**src/rtl/axi_lite_pkg.sv**
```systemverilog
package axi_lite_pkg;

	localparam int ADDR_W = 32;
	localparam int DATA_W = 32;

	// AXI response field
	typedef logic [1:0] resp_t;

	localparam resp_t RESP_OKAY   = 2'b00;
	// interconnect error, returned for unmapped addresses
	localparam resp_t RESP_DECERR = 2'b11;

	// read address channel payload
	typedef struct packed {
		logic [ADDR_W-1:0] addr;
	} ar_req_t;

	// read data channel payload
	typedef struct packed {
		logic [DATA_W-1:0] rdata;
		resp_t             rresp;
	} r_beat_t;

endpackage

```
**src/rtl/xbar_map_pkg.sv**
```systemverilog
package xbar_map_pkg;

	import axi_lite_pkg::*;

	localparam int NM = 2;
	localparam int NS = 3;

	// target index covers the slaves plus the error target
	localparam int SEL_W = $clog2(NS + 1);
	localparam int MST_W = (NM > 1) ? $clog2(NM) : 1;

	typedef logic [SEL_W-1:0] sel_t;
	typedef logic [MST_W-1:0] mst_idx_t;

	// one-hot target, bit NS is the error target
	typedef logic [NS:0] target_t;

	// slave k answers on top nibble k+1
	localparam logic [NS-1:0][ADDR_W-1:0] SLAVE_BASE = {
		32'h3000_0000,
		32'h2000_0000,
		32'h1000_0000
	};
	localparam logic [NS-1:0][ADDR_W-1:0] SLAVE_MASK = {
		32'hf000_0000,
		32'hf000_0000,
		32'hf000_0000
	};

	// outstanding reads allowed per master
	localparam int MAX_PENDING = 15;
	localparam int CNT_W = 4;

	// decoded request as handed to the arbiter
	typedef struct packed {
		ar_req_t ar;
		target_t target;
	} dec_req_t;

endpackage

```
**src/rtl/ar_decoder.sv**
```systemverilog
module ar_decoder
	import axi_lite_pkg::*, xbar_map_pkg::*;
(
	input  logic     S_AXI_ACLK,
	input  logic     S_AXI_ARESETN,
	input  logic     i_valid,
	output logic     o_ready,
	input  ar_req_t  i_req,
	output logic     o_valid,
	input  logic     i_take,
	output dec_req_t o_dec
);

	target_t hit;

	always_comb
	begin
		hit = '0;
		for (int k = 0; k < NS; k++)
		begin
			hit[k] = (i_req.addr & SLAVE_MASK[k]) == SLAVE_BASE[k];
		end
		// nothing matched, send to the error target
		hit[NS] = ~|hit[NS-1:0];
	end

	// free when empty or drained this cycle
	assign o_ready = !o_valid || i_take;

	always_ff @(posedge S_AXI_ACLK)
	begin
		if (!S_AXI_ARESETN)
		begin
			o_valid <= 1'b0;
		end
		else if (o_ready)
		begin
			o_valid <= i_valid;
		end
	end

	always_ff @(posedge S_AXI_ACLK)
	begin
		if (o_ready && i_valid)
		begin
			o_dec.ar     <= i_req;
			o_dec.target <= hit;
		end
	end

endmodule

```
**src/rtl/ar_skid_buffer.sv**
```systemverilog
module ar_skid_buffer
	import axi_lite_pkg::*;
(
	input  logic    S_AXI_ACLK,
	input  logic    S_AXI_ARESETN,
	input  logic    i_valid,
	output logic    o_ready,
	input  ar_req_t i_req,
	output logic    o_valid,
	input  logic    i_ready,
	output ar_req_t o_req
);

	logic    skid_valid;
	ar_req_t skid_req;

	// ready only depends on the skid register
	assign o_ready = !skid_valid;

	always_ff @(posedge S_AXI_ACLK)
	begin
		if (!S_AXI_ARESETN)
		begin
			skid_valid <= 1'b0;
		end
		else if (i_valid && o_ready && !i_ready)
		begin
			// downstream stalled while we accepted a word
			skid_valid <= 1'b1;
		end
		else if (i_ready)
		begin
			skid_valid <= 1'b0;
		end
	end

	always_ff @(posedge S_AXI_ACLK)
	begin
		if (o_ready)
		begin
			skid_req <= i_req;
		end
	end

	// pass through while the skid register is empty
	assign o_valid = skid_valid || i_valid;
	assign o_req   = skid_valid ? skid_req : i_req;

endmodule

```
**src/rtl/axi_lite_read_xbar.sv**
```systemverilog
module axi_lite_read_xbar
	import axi_lite_pkg::*, xbar_map_pkg::*;
(
	input  logic                S_AXI_ACLK,
	input  logic                S_AXI_ARESETN,
	input  logic    [NM-1:0]    i_s_arvalid,
	output logic    [NM-1:0]    o_s_arready,
	input  ar_req_t [NM-1:0]    i_s_ar,
	output logic    [NM-1:0]    o_s_rvalid,
	input  logic    [NM-1:0]    i_s_rready,
	output r_beat_t [NM-1:0]    o_s_r,
	output logic    [NS-1:0]    o_m_arvalid,
	input  logic    [NS-1:0]    i_m_arready,
	output ar_req_t [NS-1:0]    o_m_ar,
	input  logic    [NS-1:0]    i_m_rvalid,
	output logic    [NS-1:0]    o_m_rready,
	input  r_beat_t [NS-1:0]    i_m_r
);

	logic     [NM-1:0] skd_valid;
	logic     [NM-1:0] skd_ready;
	ar_req_t  [NM-1:0] skd_req;
	logic     [NM-1:0] dec_valid;
	logic     [NM-1:0] dec_take;
	dec_req_t [NM-1:0] dec_req;
	logic     [NM-1:0] err_valid;
	logic     [NM-1:0] rsp_ready;
	logic     [NM-1:0] rsp_done;
	logic     [NM-1:0] ret_rvalid;
	r_beat_t  [NM-1:0] ret_r;
	logic     [NS-1:0] issue_valid;
	logic     [NS-1:0] issue_ready;
	ar_req_t  [NS-1:0] issue_req;
	mst_idx_t [NS-1:0] owner;
	logic     [NS-1:0] port_rsp_ready;
	logic     [NS-1:0] port_rvalid;
	r_beat_t  [NS-1:0] port_r;

	for (genvar m = 0; m < NM; m++)
	begin : g_master
		ar_skid_buffer u_skid (
			.S_AXI_ACLK    (S_AXI_ACLK),
			.S_AXI_ARESETN (S_AXI_ARESETN),
			.i_valid       (i_s_arvalid[m]),
			.o_ready       (o_s_arready[m]),
			.i_req         (i_s_ar[m]),
			.o_valid       (skd_valid[m]),
			.i_ready       (skd_ready[m]),
			.o_req         (skd_req[m])
		);

		ar_decoder u_dec (
			.S_AXI_ACLK    (S_AXI_ACLK),
			.S_AXI_ARESETN (S_AXI_ARESETN),
			.i_valid       (skd_valid[m]),
			.o_ready       (skd_ready[m]),
			.i_req         (skd_req[m]),
			.o_valid       (dec_valid[m]),
			.i_take        (dec_take[m]),
			.o_dec         (dec_req[m])
		);

		read_return u_ret (
			.S_AXI_ACLK    (S_AXI_ACLK),
			.S_AXI_ARESETN (S_AXI_ARESETN),
			.i_rvalid      (ret_rvalid[m]),
			.i_r           (ret_r[m]),
			.i_err_valid   (err_valid[m]),
			.o_rsp_ready   (rsp_ready[m]),
			.o_s_rvalid    (o_s_rvalid[m]),
			.i_s_rready    (i_s_rready[m]),
			.o_s_r         (o_s_r[m]),
			.o_rsp_done    (rsp_done[m])
		);
	end

	read_arbiter u_arb (
		.S_AXI_ACLK    (S_AXI_ACLK),
		.S_AXI_ARESETN (S_AXI_ARESETN),
		.i_dec_valid   (dec_valid),
		.i_dec         (dec_req),
		.o_dec_take    (dec_take),
		.o_issue_valid (issue_valid),
		.o_issue_req   (issue_req),
		.i_issue_ready (issue_ready),
		.o_owner       (owner),
		.o_err_valid   (err_valid),
		.i_rsp_ready   (rsp_ready),
		.i_rsp_done    (rsp_done)
	);

	for (genvar k = 0; k < NS; k++)
	begin : g_slave
		slave_read_port u_port (
			.S_AXI_ACLK    (S_AXI_ACLK),
			.S_AXI_ARESETN (S_AXI_ARESETN),
			.i_issue_valid (issue_valid[k]),
			.i_issue_req   (issue_req[k]),
			.o_issue_ready (issue_ready[k]),
			.o_m_arvalid   (o_m_arvalid[k]),
			.i_m_arready   (i_m_arready[k]),
			.o_m_ar        (o_m_ar[k]),
			.i_m_rvalid    (i_m_rvalid[k]),
			.o_m_rready    (o_m_rready[k]),
			.i_m_r         (i_m_r[k]),
			.i_rsp_ready   (port_rsp_ready[k]),
			.o_rvalid      (port_rvalid[k]),
			.o_r           (port_r[k])
		);
	end

	// route R beats by owner, a master holds one slave at a time
	always_comb
	begin
		ret_rvalid = '0;
		ret_r      = '0;
		for (int k = 0; k < NS; k++)
		begin
			port_rsp_ready[k] = rsp_ready[owner[k]];
			if (port_rvalid[k])
			begin
				ret_rvalid[owner[k]] = 1'b1;
				ret_r[owner[k]]      = port_r[k];
			end
		end
	end

endmodule

```
**src/rtl/read_arbiter.sv**
```systemverilog
module read_arbiter
	import axi_lite_pkg::*, xbar_map_pkg::*;
(
	input  logic                S_AXI_ACLK,
	input  logic                S_AXI_ARESETN,
	input  logic     [NM-1:0]   i_dec_valid,
	input  dec_req_t [NM-1:0]   i_dec,
	output logic     [NM-1:0]   o_dec_take,
	output logic     [NS-1:0]   o_issue_valid,
	output ar_req_t  [NS-1:0]   o_issue_req,
	input  logic     [NS-1:0]   i_issue_ready,
	output mst_idx_t [NS-1:0]   o_owner,
	output logic     [NM-1:0]   o_err_valid,
	input  logic     [NM-1:0]   i_rsp_ready,
	input  logic     [NM-1:0]   i_rsp_done
);

	target_t [NM-1:0]             grant;
	target_t [NM-1:0]             next_grant;
	logic    [NM-1:0][CNT_W-1:0]  pending;
	sel_t    [NM-1:0]             sel;
	target_t [NM-1:0]             path_ready;
	logic    [NS-1:0]             owned;
	logic    [NS-1:0]             claimed;

	// which master holds each slave
	always_comb
	begin
		owned   = '0;
		o_owner = '0;
		for (int k = 0; k < NS; k++)
		begin
			for (int m = 0; m < NM; m++)
			begin
				if (grant[m][k])
				begin
					owned[k]   = 1'b1;
					o_owner[k] = mst_idx_t'(m);
				end
			end
		end
	end

	// take only the granted target, and only with room downstream
	always_comb
	begin
		for (int m = 0; m < NM; m++)
		begin
			sel[m] = '0;
			for (int t = 0; t <= NS; t++)
			begin
				if (i_dec[m].target[t])
				begin
					sel[m] = sel_t'(t);
				end
			end
			path_ready[m] = {i_rsp_ready[m], i_issue_ready};
			o_dec_take[m] = i_dec_valid[m] && grant[m][sel[m]]
				&& (pending[m] < MAX_PENDING) && path_ready[m][sel[m]];
			o_err_valid[m] = o_dec_take[m] && (sel[m] == sel_t'(NS));
		end
	end

	always_comb
	begin
		o_issue_valid = '0;
		for (int k = 0; k < NS; k++)
		begin
			for (int m = 0; m < NM; m++)
			begin
				if (o_dec_take[m] && grant[m][k])
				begin
					o_issue_valid[k] = 1'b1;
				end
			end
			o_issue_req[k] = i_dec[o_owner[k]].ar;
		end
	end

	// grant changes only once a master has nothing in flight
	always_comb
	begin
		claimed = '0;
		for (int m = 0; m < NM; m++)
		begin
			next_grant[m] = grant[m];
			if (pending[m] == '0 && !(i_dec_valid[m] && |(grant[m] & i_dec[m].target)))
			begin
				next_grant[m] = '0;
				// lower index masters claimed first in this loop
				if (i_dec_valid[m] && (i_dec[m].target[NS]
					|| !(|(i_dec[m].target[NS-1:0] & (owned | claimed)))))
				begin
					next_grant[m] = i_dec[m].target;
				end
			end
			claimed = claimed | next_grant[m][NS-1:0];
		end
	end

	always_ff @(posedge S_AXI_ACLK)
	begin
		if (!S_AXI_ARESETN)
		begin
			grant   <= '0;
			pending <= '0;
		end
		else
		begin
			grant <= next_grant;
			for (int m = 0; m < NM; m++)
			begin
				pending[m] <= pending[m] + CNT_W'(o_dec_take[m]) - CNT_W'(i_rsp_done[m]);
			end
		end
	end

endmodule

```
**src/rtl/read_return.sv**
```systemverilog
module read_return
	import axi_lite_pkg::*;
(
	input  logic    S_AXI_ACLK,
	input  logic    S_AXI_ARESETN,
	input  logic    i_rvalid,
	input  r_beat_t i_r,
	input  logic    i_err_valid,
	output logic    o_rsp_ready,
	output logic    o_s_rvalid,
	input  logic    i_s_rready,
	output r_beat_t o_s_r,
	output logic    o_rsp_done
);

	logic    ovf_valid;
	r_beat_t ovf_r;
	logic    beat_valid;
	r_beat_t beat;
	logic    stall;

	// slave beat or locally made DECERR, never both at once
	always_comb
	begin
		beat_valid = i_rvalid || i_err_valid;
		beat       = i_r;
		if (i_err_valid)
		begin
			beat.rdata = '0;
			beat.rresp = RESP_DECERR;
		end
	end

	assign stall       = o_s_rvalid && !i_s_rready;
	assign o_rsp_ready = !ovf_valid;
	assign o_rsp_done  = o_s_rvalid && i_s_rready;

	always_ff @(posedge S_AXI_ACLK)
	begin
		if (!S_AXI_ARESETN)
		begin
			o_s_rvalid <= 1'b0;
			ovf_valid  <= 1'b0;
		end
		else if (!stall)
		begin
			o_s_rvalid <= ovf_valid || beat_valid;
			ovf_valid  <= 1'b0;
		end
		else if (beat_valid)
		begin
			// output held, park the new beat
			ovf_valid <= 1'b1;
		end
	end

	always_ff @(posedge S_AXI_ACLK)
	begin
		if (!stall)
		begin
			o_s_r <= ovf_valid ? ovf_r : beat;
		end
		if (stall && beat_valid)
		begin
			ovf_r <= beat;
		end
	end

endmodule

```
**src/rtl/slave_read_port.sv**
```systemverilog
module slave_read_port
	import axi_lite_pkg::*;
(
	input  logic    S_AXI_ACLK,
	input  logic    S_AXI_ARESETN,
	input  logic    i_issue_valid,
	input  ar_req_t i_issue_req,
	output logic    o_issue_ready,
	output logic    o_m_arvalid,
	input  logic    i_m_arready,
	output ar_req_t o_m_ar,
	input  logic    i_m_rvalid,
	output logic    o_m_rready,
	input  r_beat_t i_m_r,
	input  logic    i_rsp_ready,
	output logic    o_rvalid,
	output r_beat_t o_r
);

	// AR register frees up when empty or when the slave takes it
	assign o_issue_ready = !o_m_arvalid || i_m_arready;

	always_ff @(posedge S_AXI_ACLK)
	begin
		if (!S_AXI_ARESETN)
		begin
			o_m_arvalid <= 1'b0;
		end
		else if (o_issue_ready)
		begin
			o_m_arvalid <= i_issue_valid;
		end
	end

	always_ff @(posedge S_AXI_ACLK)
	begin
		if (o_issue_ready && i_issue_valid)
		begin
			o_m_ar <= i_issue_req;
		end
	end

	// owner's return path decides when a beat is taken
	assign o_m_rready = i_rsp_ready;

	// only accepted beats go on to the owner
	assign o_rvalid = i_m_rvalid && i_rsp_ready;
	assign o_r      = i_m_r;

endmodule

```
**config.mk**
```make
export PLATFORM = sky130hd
export DESIGN_NAME = axi_lite_read_xbar
export DESIGN_NICKNAME = d
export VERILOG_FILES = /design/src/rtl/axi_lite_pkg.sv /design/src/rtl/xbar_map_pkg.sv /design/src/rtl/ar_decoder.sv /design/src/rtl/ar_skid_buffer.sv /design/src/rtl/axi_lite_read_xbar.sv /design/src/rtl/read_arbiter.sv /design/src/rtl/read_return.sv /design/src/rtl/slave_read_port.sv
export SDC_FILE = /design/constraint.sdc
export NUM_CORES = 1
export LEC_CHECK = 0
export ABC_AREA = 0
export BUFFER_PORTS_ARGS = -buffer_cell sky130_fd_sc_hd__buf_2
export CAP_MARGIN = 20
export CORE_ASPECT_RATIO = 0.8
export CORE_MARGIN = 2
export CORE_UTILIZATION = 56
export DETAILED_ROUTE_END_ITERATION = 6
export PLACE_DENSITY = 0.86
export SETUP_SLACK_MARGIN = 0.15
export SYNTH_ARGS = -nofsm -noshare
export SYNTH_HDL_FRONTEND = slang
export SYNTH_HIERARCHICAL = 1
export SYNTH_SLANG_ARGS = --single-unit
```
**constraint.sdc**
```tcl
create_clock -name S_AXI_ACLK -period 4.1 [get_ports S_AXI_ACLK]
set_input_delay 0.615 -clock S_AXI_ACLK [delete_from_list [all_inputs] [get_ports S_AXI_ACLK]]
set_output_delay 0.615 -clock S_AXI_ACLK [all_outputs]
set_load 0.02 [all_outputs]
```
==> results of run 1 <==
==> area by class of cell <==
| type | instances | area share, % |
|---|---|---|
| antenna | 1 | 0.0120 |
| clock buffer | 56 | 5.25 |
| clock inverter | 17 | 0.848 |
| inverter | 27 | 0.487 |
| multi-input combinational | 731 | 28.8 |
| sequential | 395 | 52.7 |
| tap | 427 | 2.57 |
| timing repair buffer | 373 | 9.36 |
==> logic make-up (layout without fill, tap and decap cells) <==
kind of cell             Yosys count  in the layout
AO/OA/AOI/OAI                    111            111
XOR/XNOR                           4              4
adder cells (fa/ha/maj)           14             14
buffers and inverters            206            473
flip-flops                       395            395
multiplexers                     233            233
other                              0              1
AND/OR/NAND/NOR                  369            369
==> synthesized netlist by cell type (3+ instances only) <==
master	instances	area share, %
edfxtp_1	304	50
mux2_2	169	10
buf_4	123	5.0
dfxtp_1	91	9.9
nand2_1	84	1.7
nor2_1	80	1.6
nor2b_1	73	2.5
mux2_4	62	5.1
a31oi_1	52	1.8
nand3_1	51	1.4
inv_1	25	0.51
buf_2	20	0.55
a31oi_2	19	1.3
nand3_2	19	1.0
and2_1	16	0.55
buf_6	15	0.92
ha_1	12	0.82
clkbuf_1	11	0.22
buf_12	6	0.65
a21boi_0	5	0.20
a21oi_1	5	0.14
nand2b_1	5	0.17
nand2b_4	5	0.37
a22oi_1	4	0.16
a32oi_1	4	0.19
and3b_1	4	0.19
buf_1	4	0.082
nor4b_1	4	0.19
o21ai_0	4	0.11
or2_1	4	0.14
a21boi_2	3	0.18
a21o_1	3	0.12
a22o_1	3	0.14
and2_4	3	0.14
nor3_1	3	0.082
o31ai_1	3	0.12
==> final timing paths <==
path                                          end  slack (ps)  depth (start not counted)
hold / removal    g_master[0].u_skid/skid_req[12]         320                          2
hold reg to reg    g_master[0].u_skid/skid_req[8]         470                          1
setup reg to reg      g_master[1].u_dec/o_dec[12]        1230                          5
setup / recovery      g_master[1].u_dec/o_dec[12]        1230                          5
==> flip-flops by register name (all words and copies together), names as in the netlist <==
name	count
u_arb/grant	8
g_master.u_ret/o_s_r	68
g_master.u_dec/o_dec	72
g_master.u_ret/ovf_r	68
g_master.u_ret/o_s_rvalid	2
g_master.u_ret/ovf_valid	2
g_master.u_dec/o_valid	2
g_slave.u_port/o_m_ar	96
g_master.u_skid/skid_req	64
g_slave.u_port/o_m_arvalid	3
g_master.u_skid/skid_valid	2
u_arb/pending	8
==> worst max-delay path, stage by stage (launching register included) <==
cell and delay [ps]:
dfxtp_2 320, buf_4 500, a31oi_1 200, a21oi_1 450, nand2b_4 220, and2_2 760
==> metrics by stage <==
step | util (%) | std cells
finish | 64.2 | 2027
global route | 64.2 | 2027
CTS | 64.1 | 2025
detailed placement | 60.2 | 1952
global placement | 60.2 | 1952
floorplan | - | 1332
==> metal layers <==
metal,track usage [%],vias up
li1,-,5197
met1,34.1,5643
met2,38.9,517
met3,4.38,100
met4,8.79,2
met5,0,-
==> power by group through the flow <==
stage	registers [mW]	clock network [mW]	logic [mW]
detailed placement	4.96	0	1.60
finish	4.88	3.57	1.63
global route	4.91	3.78	1.75
floorplan	5.10	0	1.05
CTS	4.88	3.62	1.62
global placement	4.95	0	1.56
==> run_results.csv, run 1 <==
group,metric,value,unit
run_status,status,"finished clean",
cts,cts_tree,"built",
cts,hold_buffers,0,
synthesis,yosysSeqAreaShare,59.6,%
synthesis,synth_cell_types,60,
drt,wire_per_inst,21.1,um
final_layout,final_cell_mix,"351 x buf_2, 304 x edfxtp_1, 169 x mux2_2, 86 x dfxtp_1, 83 x nand2_1",
cts,cts_resized,0,
drt,met1Wirelength,18000,um
timing,fin_crit_sh,70.1,%
timing,finalCriticalPeriod,2870,ps
power_and_ir_drop,sw_frac_of_total,25.7,%
timing,tightest_slew,1100,ps
final_layout,final_common_cell,"buf_2",
power_and_ir_drop,clkPwrFrac,35.4,%
cts,clock_latency,540,ps
grt,grt_overflow_total,0,
grt,grt_max_degree,61,
setup_path,reg2reg_from,"u_arb/grant[6]",
floorplan,die_area,34300,um^2
synthesis,synth_edf_count,304,
grt,antenna_found_initial,2,
synthesis,syn_area_per_cell,13.8,um^2
synthesis,synth_warnings,6,
timing,finalSetupViolations,0,
placement,place_area,19500,um^2
floorplan,core,32400,um^2
setup_path,startpoint,"u_arb/grant[6]",
grt,grt_use_total,24.6,%
final_layout,drive_gt1_share,46.0,%
synthesis,synthAdderAreaFrac,1.04,%
final_layout,final_area,20800,um^2
floorplan,ios,352,
timing,hold-worst-slack,315,ps
timing,slew_viol_final,0,
synthesis,synthMuxAreaShare,15.5,%
drt,first_iter_violations,889,
power_and_ir_drop,peakVddDrop,0.000362,V
cts,clk_pin_slew,60,ps
setup_path,cp-start-kind,"register",
synthesis,synth_top_family_by_area,"multiplexers",
final_layout,num-fill-cells,2325,
power_and_ir_drop,switchingPower,2.59,mW
drt,met3_length,3040,um
setup_path,arrival,3020,ps
floorplan,start_util,56.7,%
drt,drt-pass1-iter-count,5,
drt,vias_per_cell,5.65,
placement,place_ws,1100,ps
synthesis,synth_xor_area_share,0.191,%
floorplan,num_rows,59,
drt,final_antenna_net_count,0,
timing,timing.final.ws_setup,1230,ps
final_layout,final-seq-area,11000,um^2
synthesis,synth-simple-area-share,10.8,%
power_and_ir_drop,p_per_area,485,nW/um^2
setup_path,critPathMaxFanout,39,
timing,fin_skew,21.1,ps
drt,wl_met2,20300,um
grt,grt_pass1_wl,65200,um
grt,grt_pass1_vias,11600,
power_and_ir_drop,seq_power_share,48.4,%
timing,slew_headroom,26.5,%
drt,remaining_drc_errors,0,
floorplan,die_h,166,um
placement,dp_hpwl,28200,um
setup_path,path_class,"register to register",
cts,clock-sinks,395,
synthesis,async_reset_ff_share,0,%
drt,vias,11500,
synthesis,syn_area,18400,um^2
final_layout,multiInputGateArea,5990,um^2
synthesis,syn_inst,1332,
power_and_ir_drop,leakagePower,8.29,nW
drt,maxUsedRoutingLayer,"met5",
cts,post_cts_buffers,0,
synthesis,synth-compound-area-share,4.74,%
power_and_ir_drop,total_power,10.1,mW
placement,gp_congestion,0.864,
cts,cts_root_buf,"clkbuf_16",
floorplan,die_x,206,um
worst_hold_path,min-delay-start,"i_s_ar[12]",
timing,max_freq,348,MHz
timing,hold_viol,0,
cts,cts_buffer_depth,3,
power_and_ir_drop,comb_power_share,16.1,%
synthesis,ys_ff_latch,395,
setup_path,crit_required,4250,ps
power_and_ir_drop,p_int,7.49,mW
cts,h-tree-depth,2,
timing,rsz0062_at_grt,"false",
worst_hold_path,hold_path_class,"input pin to register",
cts,cts-buffers-inserted,40,
drt,drt_wl_total,42900,um
synthesis,synth_top_flop_cell,"edfxtp_1",
run,drv_cap,0,
final_layout,areaGrowthSynthToFinish,13.3,%
final_layout,final_nets,1760,
timing,fin_setup_tns,0,ps
synthesis,synth_nets,1524,
setup_path,end_kind,"register",
placement,io_buffers,351,
Power figures use the tool's default switching activity.
==> run 2, diff against run 1 <==
Settings changed: ABC_AREA 0 to 1, CORE_UTILIZATION 56 to 51, PLACE_DENSITY 0.86 to 0.82.
Clock period 4.1 ns to 2.35 ns, I/O delays scaled along.
==> run 2 against run 1 <==
The flow now finishes with violations (DRC). Cell count grew 40%. Area after synthesis grew 4.2%. Die area grew 14%. Hold slack lost 300 ps. Sequential share of layout area shrank 3.9 points. Clock skew shrank 2.9 ps. Combinational power grew to 5.8 times the previous value. Non-clock buffer count grew 64.
==> run_results.csv, run 2 <==
group,metric,value,unit
run_status,status,"complete, but fails checks",
run_status,violations,"DRC",
final_layout,largest_register_ffs,96,
drt,vias,15000,
placement,place_area,20800,um^2
final_layout,top_register,"g_slave.u_port/o_m_ar",
final_layout,multiInputGateArea,6020,um^2
timing,fin_crit_sh,91.5,%
grt,antenna_found_initial,8,
cts,h-tree-depth,2,
drt,wire_per_inst,18.2,um
cts,cts-buffers-inserted,40,
setup_path,end_kind,"register",
timing,fin_skew,18.2,ps
final_layout,reg.largest.list,"g_slave.u_port/o_m_ar: 96 flops, g_master.u_dec/o_dec: 72 flops",
cts,cts_buffer_depth,3,
synthesis,synth_common_cells,"612 x nand2_1, 304 x edfxtp_1, 208 x nor2_1, 191 x inv_1, 130 x buf_4",
synthesis,synth_top_flop_cell,"edfxtp_1",
synthesis,ys_ff_latch,395,
power_and_ir_drop,p_per_area,1160,nW/um^2
drt,drt_wl_total,51800,um
drt,drt-pass1-iter-count,7,
worst_hold_path,hold_path_class,"input pin to register",
grt,grt_max_degree,52,
final_layout,final-seq-area,11000,um^2
cts,clock_latency,560,ps
synthesis,synth_top_area_cell,"edfxtp_1",
synthesis,ys_top_cells_by_area,"edfxtp_1 48%, nand2_1 12%, dfxtp_1 9.5%",
synthesis,async_reset_ff_share,0,%
setup_path,path_class,"register to register",
timing,max_freq,465,MHz
synthesis,synth_edf_count,304,
run,drv_cap,0,
grt,grt_use_total,25.6,%
grt,grt_pass1_wl,76900,um
synthesis,synth_warnings,6,
cts,clk_pin_slew,60,ps
grt,grt_pass1_vias,14400,
floorplan,die_h,177,um
placement,io_buffers,351,
final_layout,num-fill-cells,3024,
synthesis,syn_inst,2045,
synthesis,netlist.area_leader.share,47.7,%
drt,final_antenna_net_count,0,
power_and_ir_drop,total_power,25.9,mW
floorplan,start_util,51.7,%
final_layout,final_util,60.6,%
setup_path,critPathMaxFanout,5,
timing,tightest_slew,531,ps
cts,cts_root_buf,"clkbuf_16",
final_layout,final_cell_mix,"609 x nand2_1, 351 x buf_2, 304 x edfxtp_1, 202 x nor2_1, 179 x inv_1",
placement,gp_congestion,0.952,
floorplan,die_x,221,um
placement,place_ws,127,ps
timing,finalSetupViolations,0,
drt,first_iter_violations,1470,
synthesis,yosysSeqAreaShare,57.2,%
power_and_ir_drop,leakagePower,10.2,nW
final_layout,areaGrowthSynthToFinish,17.3,%
setup_path,cp-start-kind,"register",
synthesis,syn_area_per_cell,9.36,um^2
synthesis,yosysMostFrequentCell,"nand2_1",
final_layout,drive_gt1_share,27.6,%
final_layout,final_nets,2509,
synthesis,synth_nets,2237,
drt,remaining_drc_errors,2,
timing,finalCriticalPeriod,2150,ps
cts,cts_tree,"built",
floorplan,die_area,39100,um^2
floorplan,core,37000,um^2
setup_path,crit_required,2770,ps
power_and_ir_drop,peakVddDrop,0.000670,V
timing,slew_headroom,64.6,%
drt,vias_per_cell,5.28,
grt,grt_overflow_total,0,
synthesis,synth_cell_types,33,
floorplan,ios,352,
final_layout,final_common_cell,"nand2_1",
cts,clock-sinks,395,
floorplan,num_rows,63,
synthesis,syn_area,19100,um^2
placement,dp_hpwl,36100,um
timing,timing.final.ws_setup,200,ps
timing,rsz0062_at_grt,"true",
setup_path,arrival,2570,ps
timing,slew_viol_final,0,
final_layout,final_area,22500,um^2
timing,hold_viol,0,
==> run 2: cell types whose count changed after synthesis, moves of 19 or more <==
cell     change
nor2b_1     -73
nand3_1     +63
mux2_4      -62
inv_1      +166
a31oi_1     -51
o21ai_0    +103
nand2_2     +46
mux2_2     -169
a21oi_1     +49
a31oi_2     -19
nor2_1     +128
nand3_2     -19
nor2_4      +58
nand2_1    +528
==> run 2: layout make-up <==
cell class                 instances  share of cell area (%)
clock inverter                    27                    1.38
clock buffer                      46                    4.60
antenna                            5                  0.0557
tap                              487                    2.71
inverter                         200                    3.48
multi-input combinational       1243                    26.8
sequential                       395                    48.8
timing repair buffer             437                    12.1
==> run 2: repair_timing <==
item | CTS | global route
pin swaps | 0 | 3
setup endpoints to repair | 39 | 121
resized for setup | 2 | 15
endpoints found under the hold margin | 9 | 0
hold buffers | 9 | 0
cloned | 0 | 3
setup buffers | 0 | 15
==> run 2: per-layer routing <==
layer,share of wire (%),vias to the layer above,GRT usage [%],wire [um]
met5,0.098,-,0,51
met3,8.9,161,5.65,4630
met2,46,763,40.3,23700
li1,-,6993,-,-
met1,41,7069,34.1,21300
met4,4.1,8,11.1,2110
==> run 2: per-stage QoR <==
step | hold WS, ps | std cells | setup TNS [ps]
floorplan | 418 | 2045 | -22.4
global placement | 429 | 2735 | 0
detailed placement | 437 | 2735 | 0
CTS | 1.37 | 2817 | 0
global route | 7.93 | 2835 | 0
finish | 14.9 | 2840 | 0
==> run 2: critical path: stages (launching register included) <==
cell and delay (ps):
edfxtp_1 420, inv_1 110, a21oi_2 50, a311oi_2 270, nand2_1 170, inv_2 120, ha_1 150, inv_1 60
fa_1 410, xor2_1 180, nor2_1 60
==> run 2: cell families after synthesis <==
| group | share of synthesized area (%) |
|---|---|
| simple gates | 24.7 |
| xor+xnor | 0.0916 |
| flops | 57.2 |
| compound gates | 4.85 |
| buf+inv | 12.1 |
| fa+ha+maj | 0.994 |
==> run 2: report_power, final <==
part | switching, mW | total [mW] | internal [mW]
Sequential | 0.572 | 10.0 | 9.47
Clock | 2.83 | 6.49 | 3.66
Combinational | 6.39 | 9.41 | 3.03
==> run 2: worst paths after layout <==
check	from	depth (start not counted)	slack (ps)	end
worst max-delay path	g_master[1].u_dec/o_dec[3]	10	200	u_arb/pending[6]
worst min-delay path	i_s_ar[1]	3	10	g_master[0].u_skid/skid_req[1]
worst min register to register	g_master[1].u_skid/skid_req[11]	2	450	g_master[1].u_skid/skid_req[11]
worst max register to register	g_master[1].u_dec/o_dec[3]	10	200	u_arb/pending[6]
